**src/verilog/hud_params.svh**
```systemverilog
`ifndef HUD_PARAMS_SVH
`define HUD_PARAMS_SVH

// pixel colour, 4 bits per channel
`define COLOR_W 12

// heart row: three hearts of a 10x10 table, each cell drawn 4x4
`define HEART_CELLS     10
`define HEART_LG_SCALE  2
`define HEART_SIZE      40
`define MAX_LIVES       3

// score digit box starts at the top edge
`define DIGIT_X0        160
`define DIGIT_COLS      9
`define DIGIT_ROWS      13
`define DIGIT_LG_SCALE  1

`define DIGIT_COLOR     12'hfff
`define BAD_DIGIT_COLOR 12'hf00 // digit out of 0..9
`define BG_COLOR        12'h000

`endif

```
**src/verilog/pixel_pkg.sv**
```systemverilog
`default_nettype none

`include "hud_params.svh"

package pixel_pkg;

    typedef logic [`COLOR_W-1:0] color_t; // r g b, msb first
    typedef logic [10:0] screen_x_t;
    typedef logic [9:0]  screen_y_t;

endpackage

`default_nettype wire

```
**src/verilog/hud_compositor.sv**
```systemverilog
`timescale 1ns/1ps
`default_nettype none

module hud_compositor import pixel_pkg::*; (
    input  logic   clk,
    input  logic   rst_n,
    input  logic   req_valid,
    output logic   req_ready,
    output logic   advance,
    input  color_t heart_color,
    input  logic   digit_on,
    input  color_t digit_color,
    output logic   pix_valid,
    input  logic   pix_ready,
    output color_t pix_color
);

    logic   s1_valid;       // lookup registers hold a request
    color_t merged_color;

    // whole pipeline moves together, stalls only on a full, blocked output
    assign advance   = !pix_valid || pix_ready;
    assign req_ready = advance;

    // lookups already resolved their regions
    assign merged_color = digit_on ? digit_color : heart_color;

    always_ff @(posedge clk or negedge rst_n) begin
        if (!rst_n) begin
            s1_valid  <= 1'b0;
            pix_valid <= 1'b0;
        end else if (advance) begin
            s1_valid  <= req_valid;
            pix_valid <= s1_valid;
        end
    end

    always_ff @(posedge clk) begin
        if (advance) begin
            pix_color <= merged_color; // held while stalled
        end
    end

endmodule

`default_nettype wire

```
**config.mk**
```make
export PLATFORM = sky130hd
export DESIGN_NAME = hud_compositor
export DESIGN_NICKNAME = d
export VERILOG_FILES = /design/src/verilog/pixel_pkg.sv /design/src/verilog/hud_compositor.sv
export VERILOG_INCLUDE_DIRS = /design/src /design/src/verilog
export SDC_FILE = /design/constraint.sdc
export NUM_CORES = 1
export LEC_CHECK = 0
export BUFFER_PORTS_ARGS = -buffer_cell sky130_fd_sc_hd__clkbuf_2
export CAP_MARGIN = 0
export CORE_MARGIN = 4
export CORE_UTILIZATION = 39
export DETAILED_ROUTE_END_ITERATION = 12
export PLACE_DENSITY = 0.76
export SYNTH_ARGS = -nofsm -noshare
export SYNTH_HDL_FRONTEND = slang
export SYNTH_SLANG_ARGS = --single-unit
```
**constraint.sdc**
```tcl
create_clock -name clk -period 1.4 [get_ports clk]
set_clock_uncertainty 0.1 [all_clocks]
set_input_delay 0.35 -clock clk [delete_from_list [all_inputs] [get_ports clk]]
set_output_delay 0.35 -clock clk [all_outputs]
set_load 0.05 [all_outputs]
```
After elaboration in Yosys (flattened, before gate mapping)

Index checks and enable logic that the tools add are counted.

Register bits: 14
Input port bits: 29
Output and inout port bits: 15
Logic and storage cells: 6

Multiplexer cells: 1
Reduce and logical (&&, ||, !) cells: 2

Operators with widths:

| cell             | number |
|---|---|
| $mux 12          | 1 |
| $logic_not 1->1  | 1 |
| $logic_or 1x1->1 | 1 |

Longest topological paths before layout

Gate-level depths: netlist (run 1).

Word-level depth: 2
Gate-level depth with buffers: 2
Mapped depth without buffers: 2

Least setup slack after synthesis (run 1)

No wires, ideal clock.

Kind: flip-flop to output port
Start: register pix_valid
End: output req_ready
Data arrival time: 1.210 ns
Required time: 0.950 ns
Slack: -0.260 ns
Cell stages (with the launch flop): 3
Path buffers: 1
Path through: dfrtp_1 -> nand2b_4 -> buf_4

Cells in the longest elaborated chain, start to end: 2

Ends and longest elaborated chain:

| element                | line                 | RTL |
|---|---|---|
| start, declared        | hud_compositor.sv:13 | `output logic pix_valid,` |
| start signal, assigned | hud_compositor.sv:34 | `pix_valid <= s1_valid;` |
| $logic_not 1->1        | hud_compositor.sv:22 | `assign advance = !pix_valid \|\| pix_ready;` |
| $logic_or 1x1->1       | hud_compositor.sv:22 |  |
| end, declared          | hud_compositor.sv:8  | `output logic req_ready,` |

No other way between the ends.

Final worst setup path (run 1)

Start: register pix_valid
End: output advance

Cells in the longest elaborated chain, start to end: 2

Ends and longest elaborated chain:

| element          | line                 | RTL |
|---|---|---|
| $logic_not 1->1  | hud_compositor.sv:22 |  |
| $logic_or 1x1->1 | hud_compositor.sv:22 |  |
| end, declared    | hud_compositor.sv:9  | `output logic advance,` |

No other way between the ends.

==> metrics.md, run 1 <==
| Metric | Value |
|---|---|
| HPWL after DPL | 1.07 mm |
| Gr usage total | 11.7% |
| Post-Synthesis Cells | 31 |
| Outcome | complete, but fails checks |
| Synth top area cells | edfxtp_1, mux2_4, dfrtp_1 |
| Clk Latency, worst-skew pair | 0.27 ns |
| Final hold violations | 0 |
| Period Utilization, post-route | 101% |
| Initial DRC count | 8 |
| Number of global-route vias before repair | 447 |
| P&R area growth vs syn | 53.6% |
| Die ar. | 2330 sq um |
| DRT Wirelength | 1.21 mm |
| Avg Inst Size Synth | 20.4 sq um |
| Commonest non-fill, non-tap cell in the layout | clkbuf_2 |
| Crit path cell chain | nand2b_4 -> clkbuf_16 |
| Worst Max-Slew Pin Slew | 0.282 ns |
| Final setup fails | 2 |
| Routed vias | 437 |
| Layout cells sized above 1 | 80.2% |
| Per-cell routed wire length | 12.5 microns |
| Crit path time final | 1.42 ns |
| GP Congestion | 0.625 |
| Req. time, crit path | 0.95 ns |
| Dpl ws | 0.0768 ns |
| Initial antenna violation count | 0 |
| # rows | 14 |
| I/O pin total | 44 |
| Worst Path Arrival | 0.97 ns |
| Remaining global-route overflow | 0 |
| Antenna diodes | 0 |
| Max cap viols | 0 |
| Most frequent cells in the layout | clkbuf_2, edfxtp_1, mux2_4 |
| Die width | 48.3 microns |
| Syn nets | 60 |
| Max Transition Viols Final | 0 |
| Total power | 1120 uW |
| # fillers | 117 |
| First-pass GRT wire length | 1.78 mm |
| Clock-pin slew on the worst setup and hold paths | 0.08 ns |
| Sink Count | 14 |
| Critical path class | flip-flop to primary output |
| Die Ht | 48.3 microns |
| Failing checks | negative setup slack |
| Area post-placement | 886 sq um |
| H-tree level count | 1 |
| Worst rel slew slack | 81.3% |
| Worst Setup End Kind | primary output |
| CTS tree | built |
| Starting Density | 41.5% |
| Root Driver | clkbuf_4 |
| Hold Path Class | input pin to flip-flop |
| Ys Warns | 0 |
| CP Launch Type | flip-flop |
| Via-to-Cell Ratio | 4.51 |
| Detailed Routing Iterations Pass 1 | 4 |
| Fin area | 972 sq um |
| Max IR drop VDD | 0.000561 V |
| Worst hold slack | 0.215 ns |
| ANT nets after route | 0 |
| Port bufs | 43 |
| Nets | 111 |
| F_max | 705 MHz |
| Slowest CP cell | dfrtp_2 |
| Final core occ | 63.8% |
| Mapped cell area | 633 sq um |
| Pin count of the biggest net entering global routing | 10 |
| Synth area leader | edfxtp_1 |
| Worst-case clock buffer depth | 2 |
| Pwr/cell area | 1150 nW/um^2 |
| DRC violations left | 0 |
| P_leak | 0.000487 uW |
| Flops & latches, synth | 14 |
| Core ar. | 1520 sq um |
| Crit-path max FO | 3 |
| CTS Buf Count | 3 |
| Synth top area share | 56.9% |
| Sequential element share of the synthesized area | 64.8% |
| Distinct cells, synth | 8 |
| CP max stage delay | 0.43 ns |
| Final setup margin | -0.0174 ns |
| RSZ-0062 raised after global routing | true |
## final timing paths
check	startpoint	slack [ns]	to	depth (start not counted)
max	pix_valid$_DFFE_PN0P_	-0.02	advance	2
min	req_valid	0.21	s1_valid$_DFFE_PN0P_	2
max reg2reg	pix_valid$_DFFE_PN0P_	0.19	s1_valid$_DFFE_PN0P_	3
min reg2reg	s1_valid$_DFFE_PN0P_	0.35	pix_valid$_DFFE_PN0P_	1
max in group asynchronous	rst_n	0.79	pix_valid$_DFFE_PN0P_	2
min in group asynchronous	rst_n	0.30	pix_valid$_DFFE_PN0P_	2
## power by group
part	total [uW]	switching, uW	internal, uW	leakage [uW]
Combinational	368	226	143	0.000329
Sequential	522	14.1	508	0.000142
Clock	227	117	110	0.0000150
Total	1120	357	761	0.000487
## through the flow
stage / std cells / TNS, ns
6_report: 97 / -0.0344
5_1_grt: 97 / -0.147
4_1_cts: 97 / -0.0665
3_5_place_dp: 91 / 0
3_3_place_gp: 91 / 0
2_1_floorplan: 31 / -0.0571
## cells by family (layout without fill, tap and decap cells)
kind of cell	count (synthesis)	after routing	share of synthesized area [%]
flip-flops	14	14	64.8
multiplexers	13	13	29.1
AND/OR/NAND/NOR	2	2	3.16
buffers and inverters	2	52	2.96
## flip-flops by register name, summed over array words and instances, names as in the netlist
signal     cells
pix_valid      1
s1_valid       1
pix_color     12
## layout make-up
| class | count | area [sq um] | share of cell area (%) |
|---|---|---|---|
| Clock buffer | 4 | 26.3 | 2.70 |
| Multi-Input combinational cell | 15 | 204 | 21.0 |
| Sequential cell | 14 | 412 | 42.3 |
| Tap cell | 16 | 20.0 | 2.06 |
| Timing Repair Buffer | 48 | 310 | 31.9 |
## layer usage
layer / wire (microns) / vias to the layer above / share of wire (%) / track usage (%)
met1: 411 / 192 / 34 / 11.6
met3: 118 / 2 / 9.7 / 4.80
met2: 673 / 27 / 56 / 21.4
met5: 0 / - / 0 / 0
met4: 8 / 0 / 0.66 / 4.84
li1: - / 216 / - / -
## critical path: cells and delay by family, from the launching register on
family,cells,cell delay (ns)
simple gates,1,0.10
buf+inv,1,0.16
flops,1,0.43
## synthesized netlist by cell type
cell / instances
buf_4: 1
mux2_2: 3
buf_6: 1
dfrtp_1: 2
mux2_4: 10
nand2b_4: 1
nand2b_1: 1
edfxtp_1: 12
## timing repair
item / 4_1_cts / 5_1_grt
hold buffers: 1 / 0
setup endpoints to repair: 3 / 3
gates resized for setup: 7 / 0
hold endpoints to repair: 2 / 0
setup buffers: 1 / 0
gates cloned: 0 / 0
Power figures use the tool's default switching activity.
==> run 2, diff against run 1 <==
==> constraint.sdc (replaced) <==
create_clock -name clk -period 1.4 [get_ports clk]
set_clock_uncertainty 0.1 [all_clocks]
set_input_delay 0 -clock clk [delete_from_list [all_inputs] [get_ports clk]]
set_output_delay 0 -clock clk [all_outputs]
set_load 0.05 [all_outputs]
==> metrics.md, run 2 (same netlist as run 1, synthesis figures left out) <==
| Metric | Value |
|---|---|
| Outcome | completed |
| Sink Count | 14 |
| Setup total negative slack | 0 ns |
| Worst rel slew slack | 74.9% |
| Core ar. | 1520 sq um |
| Hold_sp | pix_ready |
| Worst Path Arrival | 1.22 ns |
| Detailed Routing Iterations Pass 1 | 1 |
| Root Driver | clkbuf_4 |
| R2r worst-path depth | 2 |
| # fillers | 92 |
| Placed insts | 88 |
| Pwr/cell area | 1030 nW/um^2 |
| RSZ-0062 raised after global routing | false |
| Die width | 48.3 microns |
| Max Transition Viols Final | 0 |
| Biggest registers after layout | pix_color (12), pix_valid (1), s1_valid (1) |
| Pin count of the biggest net entering global routing | 17 |
| Routed vias | 528 |
| P_leak | 0.000560 uW |
| Crit-path max FO | 16 |
| Max cap viols | 0 |
| Area post-placement | 851 sq um |
| CP max stage delay | 0.43 ns |
| Hold depth | 3 |
| Clk Latency, worst-skew pair | 0.27 ns |
| Multi-input logic area | 204 sq um |
| DRC violations left | 0 |
| GP Congestion | 0.638 |
| Commonest non-fill, non-tap cell in the layout | clkbuf_2 |
| Worst Max-Slew Pin Slew | 0.377 ns |
| Per-cell routed wire length | 12.6 microns |
| H-tree level count | 1 |
| Max FFs per register | 12 |
| Hold Path Class | input pin to flip-flop |
| Period Utilization, post-route | 94.1% |
| First-pass GRT wire length | 2.19 mm |
| CTS resizes | 0 |
| Final cell count without fillers | 119 |
| Antenna diodes | 0 |
| Via-to-Cell Ratio | 4.44 |
| Crit path time final | 1.32 ns |
| Final core occ | 75.9% |
| CTS Buf Count | 3 |
| Largest Register | pix_color |
| Critical path class | flip-flop to primary output |
| Port bufs | 43 |
| Nets | 133 |
| Clock-pin slew on the worst setup and hold paths | 0.08 ns |
| Total power | 1190 uW |
| Gr usage total | 14.3% |
| DRT Wirelength | 1.50 mm |
| Crit path cell chain | nand2b_4 -> clkbuf_2 |
| I/O pin total | 44 |
| ANT nets after route | 0 |
| Layout cells sized above 1 | 60.2% |
| CTS tree | built |
| Starting Density | 41.5% |
| Initial antenna violation count | 0 |
| Number of global-route vias before repair | 535 |
| CP Launch Type | flip-flop |
| Req. time, crit path | 1.30 ns |
| Die Ht | 48.3 microns |
| Fin area | 1160 sq um |
| Worst-case clock buffer depth | 2 |
| Most frequent cells in the layout | clkbuf_2, dlygate4sd3_1, edfxtp_1 |
| Final hold violations | 0 |
| Die ar. | 2330 sq um |
| Final setup fails | 0 |
| Worst Setup End Kind | primary output |
| Reg area | 412 sq um |
| Remaining global-route overflow | 0 |
| RR Startpoint | pix_valid$_DFFE_PN0P_ |
| F_max | 759 MHz |
| # rows | 14 |
| Critical path origin | pix_valid$_DFFE_PN0P_ |
| Slowest CP cell | dfrtp_2 |
| P&R area growth vs syn | 82.8% |
| Initial DRC count | 0 |
| Max IR drop VDD | 0.000717 V |
## run 2: cell types whose count changed in the layout (fill, tap and decap cells not counted), sizes merged
cell,change
dlygate4sd3,+26
buf,-4
## run 2: routing by layer
metal	vias up	global-route usage, %	wire length, microns
li1	262	-	-
met3	2	4.43	90
met1	239	12.3	497
met4	0	3.23	12
met2	25	30.5	901
met5	-	0	0
## run 2: timing repair
| action | CTS | global route |
|---|---|---|
| endpoints found under the hold margin | 15 | 0 |
| setup buffers | 0 | 0 |
| hold buffers | 27 | 0 |
## run 2: cell type report
cell class,instances,share of cell area [%]
repair buffers,70,41.9
flip-flops and latches,14,35.6
multi-input cells,15,17.6
clock buffers,4,3.14
well taps,16,1.73
## run 2: through the flow
step	setup WS, ns	hold WS, ns
floorplan	0.00720	-0.396
global placement	0.242	-0.315
detailed placement	0.198	-0.312
CTS	0.0581	0.0489
global route	0.0197	0.0759
finish	0.0824	0.0418
## run 2: worst paths after layout
path / end / slack (ns)
min in group asynchronous: s1_valid$_DFFE_PN0P_ / 0.48
worst min register to register: pix_valid$_DFFE_PN0P_ / 0.38
worst max-delay path: advance / 0.08
worst min-delay path: pix_valid$_DFFE_PN0P_ / 0.04
max in group asynchronous: pix_valid$_DFFE_PN0P_ / 0.59
worst max register to register: s1_valid$_DFFE_PN0P_ / 0.20
## run 2: critical path: cells and delay by family (launching register included)
family | cells | cell delay, ns
buffers and inverters | 1 | 0.32
and+or+nand+nor | 1 | 0.19
DFF | 1 | 0.43
## run 2: power by group
part           switching [uW]  internal [uW]  total, uW  leakage [uW]
logic                     231            151        381      0.000396
clock network             125            158        283     0.0000210
registers                15.2            508        523      0.000142
