**config.mk**
```make
export PLATFORM = sky130hd
export DESIGN_NAME = heart_sprite
export DESIGN_NICKNAME = d
export VERILOG_FILES = /design/src/verilog/pixel_pkg.sv /design/src/verilog/hud_pkg.sv /design/src/verilog/heart_sprite.sv
export VERILOG_INCLUDE_DIRS = /design/src /design/src/verilog
export SDC_FILE = /design/constraint.sdc
export NUM_CORES = 1
export LEC_CHECK = 0
export BUFFER_PORTS_ARGS = -buffer_cell sky130_fd_sc_hd__buf_2
export CAP_MARGIN = 20
export CORE_ASPECT_RATIO = 1.75
export CORE_MARGIN = 1
export CORE_UTILIZATION = 57
export DETAILED_ROUTE_END_ITERATION = 10
export MAX_ROUTING_LAYER = met4
export PLACE_DENSITY = 0.79
export SLEW_MARGIN = 30
export SYNTH_ARGS = -nofsm -noshare
export SYNTH_HDL_FRONTEND = slang
export SYNTH_SLANG_ARGS = --single-unit
```
**constraint.sdc**
```tcl
create_clock -name clk -period 1.2 [get_ports clk]
set_clock_uncertainty 0.2 [all_clocks]
set_input_delay 0.06 -clock clk [delete_from_list [all_inputs] [get_ports clk]]
set_output_delay 0.06 -clock clk [all_outputs]
set_load 0.03 [all_outputs]
```
**src/verilog/hud_params.svh**
```systemverilog
`ifndef HUD_PARAMS_SVH
`define HUD_PARAMS_SVH

// pixel colour, 4 bits per channel
`define COLOR_W 12

// heart row: three hearts of a 10x10 table, each cell drawn 4x4
`define HEART_CELLS     10
`define HEART_LG_SCALE  2
`define HEART_SIZE      40
`define MAX_LIVES       3

// score digit box starts at the top edge
`define DIGIT_X0        160
`define DIGIT_COLS      9
`define DIGIT_ROWS      13
`define DIGIT_LG_SCALE  1

`define DIGIT_COLOR     12'hfff
`define BAD_DIGIT_COLOR 12'hf00 // digit out of 0..9
`define BG_COLOR        12'h000

`endif

```
**src/verilog/pixel_pkg.sv**
```systemverilog
`default_nettype none

`include "hud_params.svh"

package pixel_pkg;

    typedef logic [`COLOR_W-1:0] color_t; // r g b, msb first
    typedef logic [10:0] screen_x_t;
    typedef logic [9:0]  screen_y_t;

endpackage

`default_nettype wire

```
**src/verilog/hud_pkg.sv**
```systemverilog
`default_nettype none

package hud_pkg;

    // lives left, 0 to 3
    typedef logic [1:0] lives_t;

    // one score digit, only 0 to 9 have a glyph
    typedef logic [3:0] digit_t;

endpackage

`default_nettype wire

```
**src/verilog/heart_sprite.sv**
```systemverilog
`timescale 1ns/1ps
`default_nettype none

`include "hud_params.svh"

module heart_sprite import pixel_pkg::*, hud_pkg::*; (
    input  logic      clk,
    input  logic      rst_n,
    input  logic      advance,
    input  screen_x_t x,
    input  screen_y_t y,
    input  lives_t    lives,
    output color_t    heart_color
);

    localparam int ROW_W = `HEART_CELLS * `COLOR_W;

    lives_t             heart_idx;
    logic               empty;
    logic [3:0]         col;
    logic [3:0]         row;
    logic [ROW_W-1:0]   row_bits;
    color_t             color_next;

    // one table row, leftmost cell in the top bits
    function automatic logic [ROW_W-1:0] heart_row(input logic empty_frame,
                                                   input logic [3:0] r);
        case ({empty_frame, r})
            5'b0_0000: heart_row = 120'h000_222_222_222_000_000_222_222_222_000;
            5'b0_0001: heart_row = 120'h222_733_a23_b23_222_322_a23_b23_633_222;
            5'b0_0010: heart_row = 120'h122_923_b22_b22_221_311_b22_b22_823_122;
            5'b0_0011: heart_row = 120'h122_923_b22_b22_b22_b22_b22_b22_823_122;
            5'b0_0100: heart_row = 120'h122_923_b22_b22_b22_b22_b22_b22_823_212;
            5'b0_0101: heart_row = 120'h121_823_923_b22_b22_b22_b22_933_623_211;
            5'b0_0110: heart_row = 120'h000_222_221_c12_b22_c12_c12_221_222_000;
            5'b0_0111: heart_row = 120'h000_000_000_212_b23_a23_122_000_000_000;
            5'b0_1000: heart_row = 120'h000_000_000_ccc_411_412_ccc_000_000_000;
            5'b0_1001: heart_row = 120'h000_000_000_000_211_222_000_000_000_000;
            // outline only, lost life
            5'b1_0000: heart_row = 120'h000_112_222_222_000_000_222_222_555_000;
            5'b1_0001: heart_row = 120'h222_ccc_ccc_bbb_222_222_ccc_ccc_666_222;
            5'b1_0010: heart_row = 120'h222_999_000_000_222_222_000_000_999_222;
            5'b1_0011: heart_row = 120'h222_000_000_000_000_000_000_000_999_222;
            5'b1_0100: heart_row = 120'h222_000_000_000_000_000_000_000_999_222;
            5'b1_0101: heart_row = 120'h222_000_000_000_000_000_000_000_999_222;
            5'b1_0110: heart_row = 120'h000_222_222_000_000_000_000_222_555_000;
            5'b1_0111: heart_row = 120'h000_000_000_222_000_000_222_000_000_000;
            5'b1_1000: heart_row = 120'h000_000_000_222_000_000_222_000_000_000;
            5'b1_1001: heart_row = 120'h000_000_000_000_222_222_000_000_000_000;
            default:   heart_row = '0;
        endcase
    endfunction

    assign heart_idx = lives_t'(x / `HEART_SIZE);   // valid only inside the row
    assign empty     = !(heart_idx < lives);
    assign col       = 4'((x % `HEART_SIZE) >> `HEART_LG_SCALE);
    assign row       = 4'(y >> `HEART_LG_SCALE);
    assign row_bits  = heart_row(empty, row);

    always_comb begin
        if (y >= `HEART_SIZE || x >= `MAX_LIVES * `HEART_SIZE) begin
            color_next = `BG_COLOR;
        end else begin
            color_next = row_bits[(`HEART_CELLS - 1 - col) * `COLOR_W +: `COLOR_W];
        end
    end

    always_ff @(posedge clk or negedge rst_n) begin
        if (!rst_n) begin
            heart_color <= `BG_COLOR;
        end else if (advance) begin
            heart_color <= color_next;
        end
    end

endmodule

`default_nettype wire

```
==> results summary, run 1 <==
Counting every sink on the clock net gives 12. The cell chosen for the clock root is clkbuf_16. In this run the number of H-tree levels came out at 1.

Once the floorplan was initialized, standard cells occupied 59.0% of the core. The worst-case setup slack after placement is -5190 ps. The share of the Yosys chip area taken by registers is 5.83%.

The synthesized area divided by synthesized cell count came out at about 6.3 um^2. In this run the cell area measured after placement is 0.00751 mm^2. The horizontal die dimension came out at 73.9 um. The proportion of synthesized flip-flops having asynchronous set or reset is 100%.

The share of the synthesized area in the top cell type is 8.74%. Entering global routing, the biggest net connects 56 pins. Counting tap cells, the placed design contains a total of 1,190 instances. The TritonCTS buffer count is 3. The die is around 130 um tall. For this run, the number of Yosys warnings is 0.

The number of port buffers came out at 37. The half-perimeter wire length after placement is around 22,000 um. Ranked by total cell area, the synthesized netlist is headed by nand2_1, a21oi_1, o21ai_0. The tool reported: "[ERROR GRT-0116] Global routing finished with congestion. Check the congestion regions in the DRC Viewer". Row generation in the floorplan step produced 45 rows. After synthesis the netlist holds a flip-flop and latch count of 12. Synthesis produced a netlist with a net count of 864. Summed over all layers, the global routing overflow is 890. Global routing consumed, over all layers together, 102% of the routing resources.

The synthesized design contains 0 enable-type register cells. The netlist area before placement came out at a little over 0.005 mm^2. The primary flip-flop cell chosen by synthesis mapping is dfrtp_1.

The global-route wire length before repair came out at 69,700 um. The number of buffers on the longest clock path came out at 2. The top-level port count came out at 38. The library cell occupying the most area in the post-synthesis netlist is nand2_1. The flow did not finish. It got as far as global routing and failed there. The placer's final routability congestion estimate came out at 1.30.

The unique cell type count in the Yosys netlist is 91. The number of global-route vias before repair came to 11,900. Counting every instance in the synthesized netlist gives 818.
-- what timing repair did --
action | CTS
pin swaps | 50
resized for setup | 133
hold endpoints to repair | 13
setup buffers | 23
cloned | 2
setup endpoints to repair | 12
hold buffers | 2
-- logic make-up after synthesis --
| group | count (synthesis) | synth area share [%] |
|---|---|---|
| AOI/OAI and AO/OA | 341 | 46.0 |
| adders and majority gates | 22 | 5.27 |
| and+or+nand+nor | 312 | 27.7 |
| DFF | 12 | 5.83 |
| xor gates and xnor gates | 7 | 1.34 |
| buffers and inverters | 99 | 8.62 |
| muxes | 25 | 5.25 |
-- per-stage QoR --
stage          utilization [%]  TNS [ps]
4_1_cts                   97.3    -53500
3_5_place_dp              86.0    -61110
3_3_place_gp              86.0    -54940
2_1_floorplan                -    -55520
-- per-layer routing --
layer  overflow  GRT usage (%)
met4        196            118
met1         12           86.8
met3          7           65.6
met5          -              -
met2        675            135
-- synthesized netlist by cell type, drive strengths merged, types with 4 or more instances --
cell,count
o211ai,19
a21oi,77
nor3,30
nand4,9
nor2b,8
o21a,10
nor4,6
nor2,79
inv,23
and3,4
o21ai,70
clkbuf,35
o211a,6
mux2i,21
a211o,5
o22ai,20
or2,5
o32ai,7
a221oi,6
o311ai,6
nand2b,7
xnor2,4
nand3,27
a21o,7
dfrtp,12
a21boi,4
a2bb2oi,4
or3,4
a311oi,4
a31oi,17
ha,20
a2111oi,9
o31ai,9
buf,40
a31o,4
a211oi,18
nand2,120
==> run 2: changes to the inputs <==
CORE_ASPECT_RATIO = unset   (was 1.75)
CORE_UTILIZATION = 40   (was 57)
MAX_ROUTING_LAYER = unset   (was met4)
PLACE_DENSITY = unset   (was 0.79)
PLACE_DENSITY_LB_ADDON = 0.15   (was unset)
clock period = 1.55 ns   (was 1.2 ns; I/O delays follow)
==> run 2 against run 1 <==
Effect of this change:
- synthesized cell count did not move
- the flow now finishes, with violations (setup timing)
- synthesized area did not move
==> results summary, run 2 <==
Once detail routing completed, the nets flagged for antenna violations numbered 0. Relative to the synthesized area, the layout overhead comes to 76.6%. The later pin in the worst-skew pair is clocked with a latency of 250 ps.

STA classifies the critical path endpoint as a flop. The final worst setup slack is -4340 ps. The clock sink count is 12 (unchanged). The hold violation count in the final report was 0. The number of antenna violations at the first check in global routing came out at 0. The die outline height came out at 115 um (-9.6%). Global routing finished with a remaining overflow of 0. Across the run, the number of max-cap violations was 0. The detail-routed via count per cell is 6.41. Cell internal power was estimated by the tool at 7300 uW.

The cell chosen for the clock root is clkbuf_16. The worst hold margin is 50.0 ps. The power share of the sequential group is ~2.1%. The number of pins exceeding their max-slew limit in the final report came out at 0.

The top-level port count is 38 (unchanged). The headroom to the max-slew limit came out at 55.2%. Of all nets on the critical path, the largest fanout is 8. The leading cell type by number of instances after synthesis is nand2_1. Tracing the worst setup path back leads to its startpoint at x[8]. The horizontal die dimension is 115 um (+56%). The TritonCTS clock tree is built. The number of rows in the core area is 41 (-8.9%).

The instance count of the mapped netlist is 818 (unchanged). Data on the critical path arrives at its endpoint at 5810 ps. The run finished, with violations left. The final routed wire length divided by cell count is 21.8 um. The worst-case setup slack after placement is -4940 ps (+249 ps). The netlist area before placement came out at 0.00515 mm^2 (unchanged). In this run the critical register-to-register path is launched from heart_color[9]. The number of nets at the end of the flow came out at 1,195. Setup repair after global routing could not meet its margin everywhere. The overall power came out at between 15,000 and 20,000 uW. The repair_antennas step left the layout with diodes totalling 0. The number of enable-type register cells in the synthesized netlist was 0 (unchanged). The instance area at placement is 0.00779 mm^2 (+3.7%). The number of port buffers was 37 (unchanged). The pin slew with the least headroom to its limit is 672 ps. The synthesized area divided by synthesized cell count is 6.30 um^2 (unchanged). The largest net degree at the start of global routing is 56. Clock-pin slew was measured on the worst setup and hold paths at approximately 50 ps. The aggregate routed wire length came out at 28,800 um. The starting DRC count in detailed routing is 1,124. The share of the synthesized area in the top cell type came out at 8.74% (unchanged). The proportion of synthesized flip-flops having asynchronous set or reset is 100% (unchanged). The die covers approximately 0.013 mm^2. The half-perimeter wire length after placement came out at 20,500 um (-8.0%). The routed layout has between 8,000 and 9,000 vias. The path category of the worst min-delay check is primary input to async pin. IR analysis of the VDD net gives a maximum drop of between 1000 and 1500 uV. The flop and latch count out of synthesis came out at 12 (unchanged). The combined global-route utilization of all metal layers is 40.8%. The area of all placed cells without fillers came out at 0.00909 mm^2. Among all stages on the critical path, the largest delay is contributed by a2111oi_4. The number of flip-flops under the largest register name came out at 12. The TritonCTS buffer count came out at 3 (unchanged). The length of the first detailed-routing pass in iterations came out at 6.

By count the netlist is led by nand2_1, nor2_1, a21oi_1. The placer's final routability congestion estimate came out at 1.02 (-22%). The total leakage power is 0.00400 uW.

The number of buffers on the longest clock path came out at 2 (unchanged). The effective utilization at floorplan came to 41.0% (-18 points). Leaving out fill and tap cells, the most frequent cells in the layout are buf_4, nand2_1, nor2_1, a21oi_1, o21ai_0. In this run the power density over the cells is 1670 mW/mm^2.

The setup-violating endpoint count in the final report came out at 12. The count of yosys warnings during synthesis came out at 0 (unchanged). The number of global-route vias before repair is 7,777. Leaving out fill and tap cells, the most frequent cell in the layout is buf_4. The share of synthesized area occupied by flip-flops and latches came out at 5.83% (unchanged). The worst setup path is launched from a primary input. Subtracting the final worst setup slack from the clock period gives 5890 ps.

In the post-synthesis netlist, the biggest area contributors are nand2_1, a21oi_1, o21ai_0. The maximum clock frequency is roughly 170 MHz. The total nets after synthesis came out at 864 (unchanged). In the final layout, the share of cells above drive strength 1 is 46.6%. In this run, the combinational gates consume 94.3% of the power. The unique cell type count in the Yosys netlist is 91 (unchanged). The library cell occupying the most area in the post-synthesis netlist is nand2_1. The share of total power dissipated in the clock network is 3.6%. The global-route wire length before repair came out at 41,900 um. The class of the most critical setup path is primary input to flop. The region available for standard cell placement spans 0.0126 mm^2.

In this run the power spent charging and discharging nets is 7900 uW. In the synthesized netlist the dominant register cell turns out to be dfrtp_1. Of the available clock period, the critical path in the final layout requires 380%. The number of H-tree branching levels was 1 (unchanged). The switching share of total power came out at 52.0%. STA puts the critical path data required time at 1470 ps. The longest individual stage delay on the worst path is 430 ps. The number of DRC violations after detailed routing is 0. Ranked by flip-flop count, first place goes to heart_color. The checks that failed: setup timing. In the final layout, the registers with the most flip-flops are heart_color x12.
## run 2: cell counts after synthesis
No cell type changed its count.
## run 2: what timing repair did
item,CTS,global route
gates resized for setup,98,77
hold buffers,2,0
endpoints found under the hold margin,13,0
pin swaps,40,33
setup buffers,18,24
endpoints found under the setup margin,12,12
gates cloned,2,1
## run 2: worst paths after layout
check,depth (start not counted),to,slack (ps)
max in group asynchronous,2,heart_color[9],870
setup reg to reg,4,heart_color[9],190
setup / recovery,30,heart_color[10],-4340
hold reg to reg,2,heart_color[3],280
min in group clk,4,heart_color[11],100
hold / removal,2,heart_color[7],50
## run 2: per-stage QoR
stage / instances / util [%] / setup TNS (ps)
3_3_place_gp: 1270 / 62.0 / -53890
4_1_cts: 1296 / 67.7 / -47970
5_1_grt: 1320 / 72.4 / -52600
2_1_floorplan: 818 / - / -51530
6_report: 1320 / 72.4 / -49920
3_5_place_dp: 1270 / 62.0 / -55150
## run 2: kinds of logic after synthesis
logic type / synth area share, %
compound gates: 46.0
buf+inv: 8.62
fa+ha+maj: 5.27
simple gates: 27.7
mux: 5.25
xor+xnor: 1.34
flops: 5.83
## run 2: layout make-up
type / instances / area [um^2]
repair buffers: 401 / 3140
fillers: 1024 / 3470
clock buffers: 4 / 88.8
inverters: 24 / 90.1
well taps: 172 / 215
multi-input cells: 707 / 5260
flip-flops and latches: 12 / 300
## run 2: per-layer routing
| metal | routed length [um] | track usage, % |
|---|---|---|
| met5 | 0 | 0 |
| met1 | 10700 | 49.6 |
| met4 | 1930 | 21.2 |
| met2 | 13800 | 70.6 |
| met3 | 2410 | 4.86 |
## run 2: critical path, delay by kind of cell
| kind | cells | cell delay [ps] |
|---|---|---|
| buf+inv | 6 | 870 |
| simple gates | 7 | 1220 |
| xor+xnor | 2 | 470 |
| fa+ha+maj | 3 | 730 |
| compound gates | 12 | 2440 |
## run 2: power groups by stage
stage | Clock [uW] | Combinational [uW] | Sequential [uW]
4_1_cts | 536 | 12200 | 316
6_report | 543 | 14300 | 316
3_3_place_gp | 0 | 10000 | 321
2_1_floorplan | 0 | 5570 | 324
3_5_place_dp | 0 | 10100 | 321
5_1_grt | 561 | 14900 | 316
No activity file was read; power rests on OpenSTA's default activity.
